<file path="src/hw/cache_pkg.sv">
package cache_pkg;

    // ------------------------------------------------------------------------
    // Controller states
    // ------------------------------------------------------------------------
    typedef enum logic [3:0] {
        IDLE,
        SEND_WRITE_REQ,
        SEND_WRITE_DATA,
        WAIT_WRITE_RESP,
        SEND_READ_REQ,
        RECEIVE_READ_DATA
    } cache_state_t;

    // ------------------------------------------------------------------------
    // Word level types
    // ------------------------------------------------------------------------
    typedef logic [31:0] word_t;
    typedef logic [3:0]  strb_t;

    // Byte offset bits inside one 32-bit word
    localparam int ADDR_LSB = 2;

    // Fixed burst format on the memory side
    // 4-byte beats
    localparam logic [2:0] AXI_SIZE_WORD  = 3'b010;
    // Incrementing addresses
    localparam logic [1:0] AXI_BURST_INCR = 2'b01;

endpackage

</file>
<file path="src/hw/line_if.sv">
interface line_if #(
    parameter int LINE_WORDS = 128
);

    // Index and tag widths follow the block size
    localparam int IDX_W = $clog2(LINE_WORDS);
    localparam int TAG_W = 32 - IDX_W - cache_pkg::ADDR_LSB;

    // Burst side, owned by the controller
    logic [IDX_W-1:0]    word_ptr;
    logic                fill_en;
    logic                fill_done;
    cache_pkg::word_t    fill_data;

    // Block side, owned by the store
    cache_pkg::word_t    evict_data;
    logic [TAG_W-1:0]    block_tag;
    logic                dirty;

    modport ctrl (
        output word_ptr,
        output fill_en,
        output fill_done,
        output fill_data,
        input  evict_data,
        input  block_tag,
        input  dirty
    );

    modport store (
        input  word_ptr,
        input  fill_en,
        input  fill_done,
        input  fill_data,
        output evict_data,
        output block_tag,
        output dirty
    );

endinterface

</file>
<file path="src/hw/cache_store.sv">
module cache_store #(
    parameter int  LINE_WORDS = 128,
    localparam int IDX_W      = $clog2(LINE_WORDS),
    localparam int TAG_W      = 32 - IDX_W - cache_pkg::ADDR_LSB
) (
    input  logic             clk,
    input  logic             rst_n,
    line_if.store            line,
    input  logic [IDX_W-1:0] index,
    input  logic [TAG_W-1:0] req_tag,
    input  cache_pkg::word_t write_data,
    input  cache_pkg::strb_t byte_enable,
    input  logic             cpu_write,
    output logic             valid,
    output cache_pkg::word_t read_data
);

    // ------------------------------------------------------------------------
    // Block storage
    // ------------------------------------------------------------------------
    // One direct-mapped block, one tag for all words
    cache_pkg::word_t data_mem [LINE_WORDS];
    logic [TAG_W-1:0] tag_q;
    logic             valid_q;
    logic             dirty_q;

    // Byte mask expanded from the enables
    cache_pkg::word_t byte_mask;
    cache_pkg::word_t merged_word;

    always_comb begin
        for (int b = 0; b < 4; b++) begin
            byte_mask[8*b +: 8] = {8{byte_enable[b]}};
        end
    end

    // Old bytes kept where the enable is low
    assign merged_word = (data_mem[index] & ~byte_mask) | (write_data & byte_mask);

    // The controller grants CPU writes only in IDLE, so they never meet a refill
    always_ff @(posedge clk) begin
        if (cpu_write) begin
            data_mem[index] <= merged_word;
        end else if (line.fill_en) begin
            data_mem[line.word_ptr] <= line.fill_data;
        end
    end

    // New tag comes in with the last refill beat
    always_ff @(posedge clk) begin
        if (line.fill_done) begin
            tag_q <= req_tag;
        end
    end

    // ------------------------------------------------------------------------
    // Block flags
    // ------------------------------------------------------------------------
    always_ff @(posedge clk) begin
        if (!rst_n) begin
            valid_q <= 1'b0;
            dirty_q <= 1'b0;
        end else if (line.fill_done) begin
            // Fresh copy of memory
            valid_q <= 1'b1;
            dirty_q <= 1'b0;
        end else if (cpu_write) begin
            dirty_q <= 1'b1;
        end
    end

    // ------------------------------------------------------------------------
    // Read side, all combinational
    // ------------------------------------------------------------------------
    assign read_data       = data_mem[index];
    assign line.evict_data = data_mem[line.word_ptr];
    assign line.block_tag  = tag_q;
    assign line.dirty      = dirty_q;
    assign valid           = valid_q;

endmodule

</file>
<file path="src/hw/cache_ctrl.sv">
module cache_ctrl #(
    parameter int  LINE_WORDS = 128,
    localparam int IDX_W      = $clog2(LINE_WORDS),
    localparam int TAG_W      = 32 - IDX_W - cache_pkg::ADDR_LSB
) (
    input  logic             clk,
    input  logic             rst_n,
    line_if.ctrl             line,
    input  logic             hit,
    input  logic             read_enable,
    input  logic             write_enable,
    input  cache_pkg::strb_t byte_enable,
    input  logic             flush_order,
    input  logic [TAG_W-1:0] req_tag,
    output logic             cache_stall,
    output logic             cpu_write,

    // Write address channel
    output logic             awvalid,
    input  logic             awready,
    output cache_pkg::word_t awaddr,
    output logic [7:0]       awlen,
    // Write data channel
    output logic             wvalid,
    input  logic             wready,
    output cache_pkg::word_t wdata,
    output logic             wlast,
    // Write response channel
    input  logic             bvalid,
    output logic             bready,
    // Read address channel
    output logic             arvalid,
    input  logic             arready,
    output cache_pkg::word_t araddr,
    output logic [7:0]       arlen,
    // Read data channel
    input  logic             rvalid,
    output logic             rready,
    input  cache_pkg::word_t rdata,
    input  logic             rlast
);

    localparam logic [IDX_W-1:0] LAST_PTR = IDX_W'(LINE_WORDS - 1);

    cache_pkg::cache_state_t state, next_state;
    logic [IDX_W-1:0]        ptr, next_ptr;
    logic                    flushing, next_flushing;

    // A write with no byte enabled is no request at all
    logic eff_write;
    logic miss;
    logic idle;

    assign eff_write = write_enable & (|byte_enable);
    // Exactly one request may start a block transaction
    assign miss      = ~hit & (read_enable ^ eff_write);
    assign idle      = (state == cache_pkg::IDLE);

    // ------------------------------------------------------------------------
    // CPU side
    // ------------------------------------------------------------------------
    assign cpu_write   = idle & hit & eff_write;
    // Stall rises combinationally in the request cycle
    assign cache_stall = ~idle | flush_order | miss;

    // ------------------------------------------------------------------------
    // State, pointer and flush flag
    // ------------------------------------------------------------------------
    always_ff @(posedge clk) begin
        if (!rst_n) begin
            state    <= cache_pkg::IDLE;
            ptr      <= '0;
            flushing <= 1'b0;
        end else begin
            state    <= next_state;
            ptr      <= next_ptr;
            flushing <= next_flushing;
        end
    end

    always_comb begin
        next_state    = state;
        next_ptr      = ptr;
        next_flushing = flushing;

        case (state)
            cache_pkg::IDLE: begin
                next_ptr = '0;
                // Flush wins over a miss in the same cycle
                if (flush_order) begin
                    next_flushing = 1'b1;
                    next_state    = cache_pkg::SEND_WRITE_REQ;
                end else if (miss) begin
                    next_state = line.dirty ? cache_pkg::SEND_WRITE_REQ
                                            : cache_pkg::SEND_READ_REQ;
                end
            end
            cache_pkg::SEND_WRITE_REQ: begin
                if (awready) begin
                    next_state = cache_pkg::SEND_WRITE_DATA;
                end
            end
            cache_pkg::SEND_WRITE_DATA: begin
                // Pointer moves on accepted beats only
                if (wready) begin
                    next_ptr = ptr + 1'b1;
                    if (ptr == LAST_PTR) begin
                        next_state = cache_pkg::WAIT_WRITE_RESP;
                    end
                end
            end
            cache_pkg::WAIT_WRITE_RESP: begin
                // Any response code closes the write-back
                if (bvalid) begin
                    next_flushing = 1'b0;
                    next_state    = flushing ? cache_pkg::IDLE : cache_pkg::SEND_READ_REQ;
                end
            end
            cache_pkg::SEND_READ_REQ: begin
                next_ptr = '0;
                if (arready) begin
                    next_state = cache_pkg::RECEIVE_READ_DATA;
                end
            end
            cache_pkg::RECEIVE_READ_DATA: begin
                if (rvalid) begin
                    next_ptr = ptr + 1'b1;
                    if (rlast) begin
                        next_state = cache_pkg::IDLE;
                    end
                end
            end
            default: begin
                next_state = cache_pkg::IDLE;
            end
        endcase
    end

    // ------------------------------------------------------------------------
    // AXI signals, decoded from the state
    // ------------------------------------------------------------------------
    assign awvalid = (state == cache_pkg::SEND_WRITE_REQ);
    assign wvalid  = (state == cache_pkg::SEND_WRITE_DATA);
    assign bready  = (state == cache_pkg::WAIT_WRITE_RESP);
    assign arvalid = (state == cache_pkg::SEND_READ_REQ);
    assign rready  = (state == cache_pkg::RECEIVE_READ_DATA);

    // Block aligned bursts over the whole block
    assign awaddr = {line.block_tag, {(IDX_W + cache_pkg::ADDR_LSB){1'b0}}};
    assign araddr = {req_tag, {(IDX_W + cache_pkg::ADDR_LSB){1'b0}}};
    assign awlen  = 8'(LINE_WORDS - 1);
    assign arlen  = 8'(LINE_WORDS - 1);

    // Evicted word always presented at the pointer
    assign wdata = line.evict_data;
    assign wlast = wvalid & (ptr == LAST_PTR);

    // ------------------------------------------------------------------------
    // Refill path into the store
    // ------------------------------------------------------------------------
    assign line.word_ptr  = ptr;
    assign line.fill_data = rdata;
    assign line.fill_en   = rready & rvalid;
    assign line.fill_done = rready & rvalid & rlast;

endmodule

</file>
<file path="src/hw/data_cache_top.sv">
module data_cache_top #(
    parameter int LINE_WORDS = 128
) (
    input  logic             clk,
    input  logic             rst_n,

    // CPU port
    input  cache_pkg::word_t address,
    input  cache_pkg::word_t write_data,
    input  logic             read_enable,
    input  logic             write_enable,
    input  cache_pkg::strb_t byte_enable,
    output cache_pkg::word_t read_data,
    output logic             cache_stall,

    // CSR flush request, one cycle pulse
    input  logic             flush_order,

    // AXI memory side
    output logic             awvalid,
    input  logic             awready,
    output cache_pkg::word_t awaddr,
    output logic [7:0]       awlen,
    output logic             wvalid,
    input  logic             wready,
    output cache_pkg::word_t wdata,
    output logic             wlast,
    input  logic             bvalid,
    output logic             bready,
    output logic             arvalid,
    input  logic             arready,
    output cache_pkg::word_t araddr,
    output logic [7:0]       arlen,
    input  logic             rvalid,
    output logic             rready,
    input  cache_pkg::word_t rdata,
    input  logic             rlast
);

    localparam int IDX_W = $clog2(LINE_WORDS);
    localparam int TAG_W = 32 - IDX_W - cache_pkg::ADDR_LSB;

    // ------------------------------------------------------------------------
    // Address split and hit decode
    // ------------------------------------------------------------------------
    // | tag | word index | byte offset |
    logic [TAG_W-1:0] req_tag;
    logic [IDX_W-1:0] req_index;
    logic             valid;
    logic             hit;
    logic             cpu_write;

    line_if #(.LINE_WORDS(LINE_WORDS)) line ();

    assign req_tag   = address[31 -: TAG_W];
    assign req_index = address[cache_pkg::ADDR_LSB +: IDX_W];
    // Single block, so one compare decides the hit
    assign hit       = valid & (req_tag == line.block_tag);

    cache_store #(
        .LINE_WORDS(LINE_WORDS)
    ) u_store (
        .clk         (clk),
        .rst_n       (rst_n),
        .line        (line.store),
        .index       (req_index),
        .req_tag     (req_tag),
        .write_data  (write_data),
        .byte_enable (byte_enable),
        .cpu_write   (cpu_write),
        .valid       (valid),
        .read_data   (read_data)
    );

    cache_ctrl #(
        .LINE_WORDS(LINE_WORDS)
    ) u_ctrl (
        .clk (clk), .rst_n (rst_n),
        .line (line.ctrl),
        .hit (hit),
        .read_enable (read_enable), .write_enable (write_enable),
        .byte_enable (byte_enable), .flush_order (flush_order),
        .req_tag (req_tag),
        .cache_stall (cache_stall), .cpu_write (cpu_write),
        .awvalid (awvalid), .awready (awready), .awaddr (awaddr), .awlen (awlen),
        .wvalid (wvalid), .wready (wready), .wdata (wdata), .wlast (wlast),
        .bvalid (bvalid), .bready (bready),
        .arvalid (arvalid), .arready (arready), .araddr (araddr), .arlen (arlen),
        .rvalid (rvalid), .rready (rready), .rdata (rdata), .rlast (rlast)
    );

endmodule

</file>
<file path="config.mk">
export PLATFORM = sky130hd
export DESIGN_NAME = data_cache_top
export DESIGN_NICKNAME = d
export VERILOG_FILES = /design/src/hw/cache_pkg.sv /design/src/hw/line_if.sv /design/src/hw/cache_store.sv /design/src/hw/cache_ctrl.sv /design/src/hw/data_cache_top.sv
export SDC_FILE = /design/constraint.sdc
export NUM_CORES = 2
export LEC_CHECK = 0
export BUFFER_PORTS_ARGS = -buffer_cell sky130_fd_sc_hd__buf_2
export CORE_ASPECT_RATIO = 1.4
export CORE_MARGIN = 1.5
export CORE_UTILIZATION = 40
export CTS_CLUSTER_SIZE = 24
export DETAILED_ROUTE_END_ITERATION = 8
export MAX_ROUTING_LAYER = met4
export PLACE_DENSITY = 0.55
export SYNTH_ARGS = -nofsm -noshare
export SYNTH_HDL_FRONTEND = slang
export SYNTH_SLANG_ARGS = --single-unit
</file>
<file path="constraint.sdc">
create_clock -name clk -period 4.3 [get_ports clk]
set_input_delay 0.43 -clock clk [delete_from_list [all_inputs] [get_ports clk]]
set_output_delay 0.43 -clock clk [all_outputs]
set_load 0.02 [all_outputs]
</file>
After elaboration in Yosys (flattened, before gate mapping)
Memory sizes are Yosys's and may differ from the RTL's. A register that Yosys moved wholly into a read port is not among the register bits.
Cells that the tools add are included.
Widths: inputs -> output; s select.
{"block": "op_classes", "add_sub_neg": 1, "n_mul": 0, "div": 0, "n_lt_le_gt_ge": 0, "eq_ne": 16, "shifts": 0, "mux": 28, "bitwise": 18, "n_reduce_logical": 10}
{"operator": "$and 32x32->32", "n": 2}
{"operator": "$mux 4", "n": 9}
{"operator": "$mux 7", "n": 5}
{"operator": "$mux 32", "n": 1}
{"operator": "$not 32->32", "n": 1}
{"operator": "$or 32x32->32", "n": 1}
{"operator": "$reduce_or 32->1", "n": 1}
{"operator": "$pmux 4 s6", "n": 1}
{"operator": "$eq 23x23->1", "n": 1}
{"operator": "$pmux 7 s3", "n": 1}
{"operator": "$ne 2x2->1 const B", "n": 6}
{"operator": "$and 1x1->1", "n": 8}
{"operator": "$eq 4x2->1 const B", "n": 2}
{"operator": "$eq 4x3->1 const B", "n": 2}
{"operator": "$mux 1", "n": 8}
{"operator": "$reduce_and 8->1", "n": 1}
{"operator": "$add 7x1->7 const B", "n": 1}
{"operator": "$eq 7x7->1 const B", "n": 1}
{"operator": "$mux 3", "n": 2}
{"operator": "$reduce_and 3->1", "n": 2}
{"operator": "$eq 4x1->1 const B", "n": 1}
{"operator": "$logic_not 4->1", "n": 1}
{"operator": "$ne 2x1->1 const B", "n": 2}
{"operator": "$reduce_or 2->1", "n": 2}
{"operator": "8 further kinds", "n": 11}
{"block": "totals", "register_bits": 37, "latch_bits": 0, "mem_bits_rw": 4096, "mem_bits_ro": 0, "in_bits": 111, "output_inout_bits": 151, "wordCells": 80, "mem_count": 1}
{"memory": "u_store.data_mem", "depth": 128, "width": 32, "rd": 2, "rd_clocked_by_memory_dff": 1, "write_ports": 1, "line": "cache_store.sv:22", "text": "cache_pkg::word_t data_mem [LINE_WORDS];"}

Longest topological paths before layout
{"block": "logic_depth", "depth_word": 8, "mapped_depth": 11, "mapped_depth_nobuf": 7}

Hierarchy
A second synthesis with hierarchy kept.
{"block": "unflattened", "cells_unflattened": 9323, "area_unflattened_um2": 190248.7}
{"mod": "cache_store", "instances": 1, "cells_each": 9056, "area_per_inst_um2": 188180.5, "seq_area_each_um2": 123728.7}
{"mod": "cache_ctrl", "instances": 1, "cells_each": 236, "area_per_inst_um2": 1813.0, "seq_area_each_um2": 220.2}
{"mod": "data_cache_top", "instances": 1, "cells_each": 31, "area_per_inst_um2": 255.2, "seq_area_each_um2": 0.0}

Worst setup path before layout
No wires, ideal clock.
{"block": "synth_timing", "path_kind": "in2reg", "start": "input port address[4]", "end": "memory u_store.data_mem[0][30] (netlist name), data pin", "setup_ns": 0.532, "arrival_time_ns": 4.014, "required_ns": 3.768, "path_slack_ns": -0.247, "cell_stages": 11, "path_buffers": 4, "path_cell_list": "buf_2 -> or3b_1 -> clkbuf_1 -> buf_2 -> buf_2 -> o22ai_1 -> a211oi_1 -> nand2_1 -> nand2_1 -> nor4_2 -> a221o_1"}
{"block": "synth_via", "elab_chain_cells": 4}
{"element": "start: declaration", "line": "data_cache_top.sv:8", "text": "input cache_pkg::word_t address,"}
{"element": "$mem_v2 128x32"}
{"element": "via read_data[30]", "line": "data_cache_top.sv:13", "text": "output cache_pkg::word_t read_data,"}
{"element": "$and 32x32->32", "line": "cache_store.sv:38", "text": "assign merged_word = (data_mem[index] & ~byte_mask) | (write_data & byte_mask);"}
{"element": "$or 32x32->32", "line": "cache_store.sv:38"}
{"element": "$mux 32 (no line)"}
{"element": "end: declaration", "line": "cache_store.sv:22"}
The timed path passes the listed nets, and every way through them passes these cells.

==> impl_results.md <==
- Cells after Synth: 9258
- Via-to-Cell Ratio: 6.57
- Critical-path cell list: buf_6 > buf_12 > buf_16 > buf_16 > buf_12 > mux4_2 > mux4_2 > o22ai_4 > nor4_4 > buf_4
- Post-Syn Area: 190000 um2
- Chip width: 585 um
- DR DRC count: 0
- Setup TNS: -4030 ps
- Slew at the pin closest to its max-slew limit: 1250 ps
- Synth Area per Inst: 20.5 um2
- CP max stage cell: nor4_4
- Period utilization: 107%
- Crit path max-delay family: buffers and inverters
- Final Max Tran Viols: 0
- Initial antenna violation count: 34
- Row cnt: 299
- 1st-iter DRT viols: 15392
- Commonest non-fill, non-tap cell in the layout: edfxtp_1
- Ratio of cells with drive above 1 in the final layout: 41.6%
- Initial Utilization: 40.1%
- Wire per inst: 41.6 um
- Via count: 112289
- Total GRT Usage: 30.3%
- DP HPWL: 454000 um
- FMAX: 0.218 GHz
- CTS tree: done
- Seq/Total Area, Yosys: 65.4%
- Pwr dens: 444 nW/um2
- Setup crit start kind: register
- Minimum clock period: 4590 ps
- Final hold violations: 0
- Final WL: 712000 um
- Synthesis-stage register bit count: 4139
- Synthesis-to-layout area growth: 20.7%
- Pin count of the biggest net entering global routing: 97
- Data arrival time of the worst path: 4160 ps
- Distinct cells, synth: 52
- Most frequent cells in the layout: edfxtp_1 (4119), mux4_2 (2048), buf_4 (668)
- Pre-antenna DRT Iters: 8
- First-pass GRT wire length: 958000 um
- RSZ-0062 raised after global routing: true
- Violated checks: negative setup slack
- CTS Root Buffer Type: clkbuf_16
- # IOs: 262
- Die area: 478000 um2
- Max FO, Critical Path: 8
- Hold Crit Class: primary input to register
- Skew final: 55.3 ps
- Worst EP required: 3870 ps
- Synth async-reset ratio: 0%
- Post-synth EDFFs: 4119
- Filler instances: 38597
- Number of buffers added on ports: 225
- Critical path capture point type: primary output
- Worst skew pair latency: 1010 ps
- Clk buf depth: 4
- Max stage delay on crit path: 860 ps
- Vias in the first global route: 113545
- Total grt overflow: 0
- Final setup fails: 34
- Crit Path Class: register to primary output
- Worst setup margin: -291 ps
- CTS sink cnt: 4139
- Leakage: 72.0 nW
- Status: finished, violations left
- Worst VDD drop: 0.333 mV
- Max-cap violations: 0
- CTS buffer count: 401
- Final ANT Viol Nets: 0
- Die span in y: 818 um
- Final core utilization: 48.4%
- H-tree depth: 5
- Slew HR: 16.2%
- Final #Nets: 10549
- Area of the core: 473000 um2
- Routability Congestion: 0.956
- WP buf/inv: 6
- CTS clk-pin slew, worst paths: 70 ps
- Synth Warn #: 0
- Main flop type after synthesis: edfxtp_1
- Post-Place Worst Slack: -801 ps
worst paths after layout:
check                             end  depth (start not counted)  slack, ps                 startpoint
max reg2reg   u_store.data_mem[94][6]                         11        300  u_store.line.block_tag[5]
min          u_store.data_mem[68][15]                          3         40                  rdata[15]
max                          wdata[1]                         10       -290                   register
min reg2reg             u_store.valid                          1        480              u_store.valid
state kept, by name (all words and copies together), names as in the netlist, named ones only:
signal / flops
u_ctrl.line.word_ptr: 7
u_store.data_mem: 4096
u_ctrl.state: 3
u_store.line.block_tag: 23
u_store.valid: 1
u_store.line.dirty: 1
u_ctrl.flushing: 1
per-stage QoR:
stage | cells | power [mW] | cell area (um2) | hold slack, ps
final | 17098 | 102 | 229000 | 38.0
after global routing | 17091 | 104 | 229000 | 39.1
after CTS | 17012 | 101 | 228000 | 6.08
after detailed placement | 16130 | 64.0 | 210000 | 466
after global placement | 16129 | 63.7 | 210000 | 465
after floorplan | 9290 | 56.9 | 190000 | 440
worst min-delay path, delay by kind of cell:
family	cells	cell delay, ps
buffers and inverters	2	270
AO/OA/AOI/OAI	1	160
layout make-up:
| cell class | count | area, um2 | share of cell area, % |
|---|---|---|---|
| clock inverters | 236 | 2180 | 0.953 |
| inverters | 12 | 45.0 | 0.0197 |
| repair buffers | 1543 | 19200 | 8.40 |
| well taps | 6321 | 7910 | 3.46 |
| diodes | 15 | 37.5 | 0.0164 |
| clock buffers | 492 | 10600 | 4.64 |
| multi-input cells | 4340 | 64700 | 28.3 |
| flip-flops and latches | 4139 | 124000 | 54.2 |
cell families (layout without fill, tap and decap cells):
family          count (synthesis)  count (layout)  share of synthesized area [%]
buf+inv                       811            2283                           1.95
xor+xnor                       28              28                          0.129
fa+ha+maj                       1               1                        0.00660
flops                        4139            4139                           65.4
simple gates                  753             753                           1.84
compound gates                964             964                           3.59
mux                          2560            2560                           27.0
other cells                     2              49                        0.00396
metal layers:
metal  part of all wire (%)  vias up  global-route usage, %
li1                       -    42983                      -
met3                    9.0     1265                   5.55
met4                    7.1        0                   17.6
met1                     36    61667                   37.5
met5                      0        -                      -
met2                     48     6374                   46.9
report_power, final:
part           switching (mW)  leakage [nW]  internal [mW]  total [mW]
Combinational            10.7          28.5           9.34        20.0
Clock                    15.8          6.23           19.8        35.7
Sequential             0.0364          37.3           45.9        45.9
synthesized netlist by cell type (2+ instances only):
library cell  number  area share (%)
edfxtp_1        4119              65
mux2i_1          512             2.7
a211oi_1         256             1.0
xnor2_1            8           0.037
nand3_1            7           0.018
a21oi_1            3          0.0079
nand3b_1          10           0.040
and2_1             5           0.016
nor4_1            39            0.13
nand2b_1           7           0.023
or3b_2             2          0.0092
buf_2            291            0.77
inv_1             12           0.024
nand2_1          428            0.85
a41oi_1            3           0.014
a31oi_1            5           0.016
xor2_1            20           0.092
o21a_1             3           0.012
dfxtp_1           20            0.21
buf_1             56            0.11
conb_1             2          0.0040
or3_1              5           0.016
o31ai_1            2          0.0079
nor3_1             6           0.016
nor2_1           150            0.30
nor2b_1            7           0.023
and3_1            36            0.12
nor4_2            32            0.21
nor3b_1            5           0.020
or2_2              3          0.0099
a22oi_1          256             1.0
clkbuf_1         374            0.74
buf_4             77            0.30
o21ai_0           11           0.029
mux4_2          2048              24
a221o_1           32            0.17
o22ai_1          386             1.3
nand4_1            6           0.020
timing repair:
| item | CTS | global route |
|---|---|---|
| resized for setup | 364 | 105 |
| pin swaps | 34 | 39 |
| buffers inserted | 87 | 65 |
| hold buffers | 29 | 0 |
| endpoints found under the setup margin | 35 | 34 |
| gates cloned | 42 | 15 |
| hold endpoints to repair | 36 | 0 |
Power figures use the tool's default switching activity.
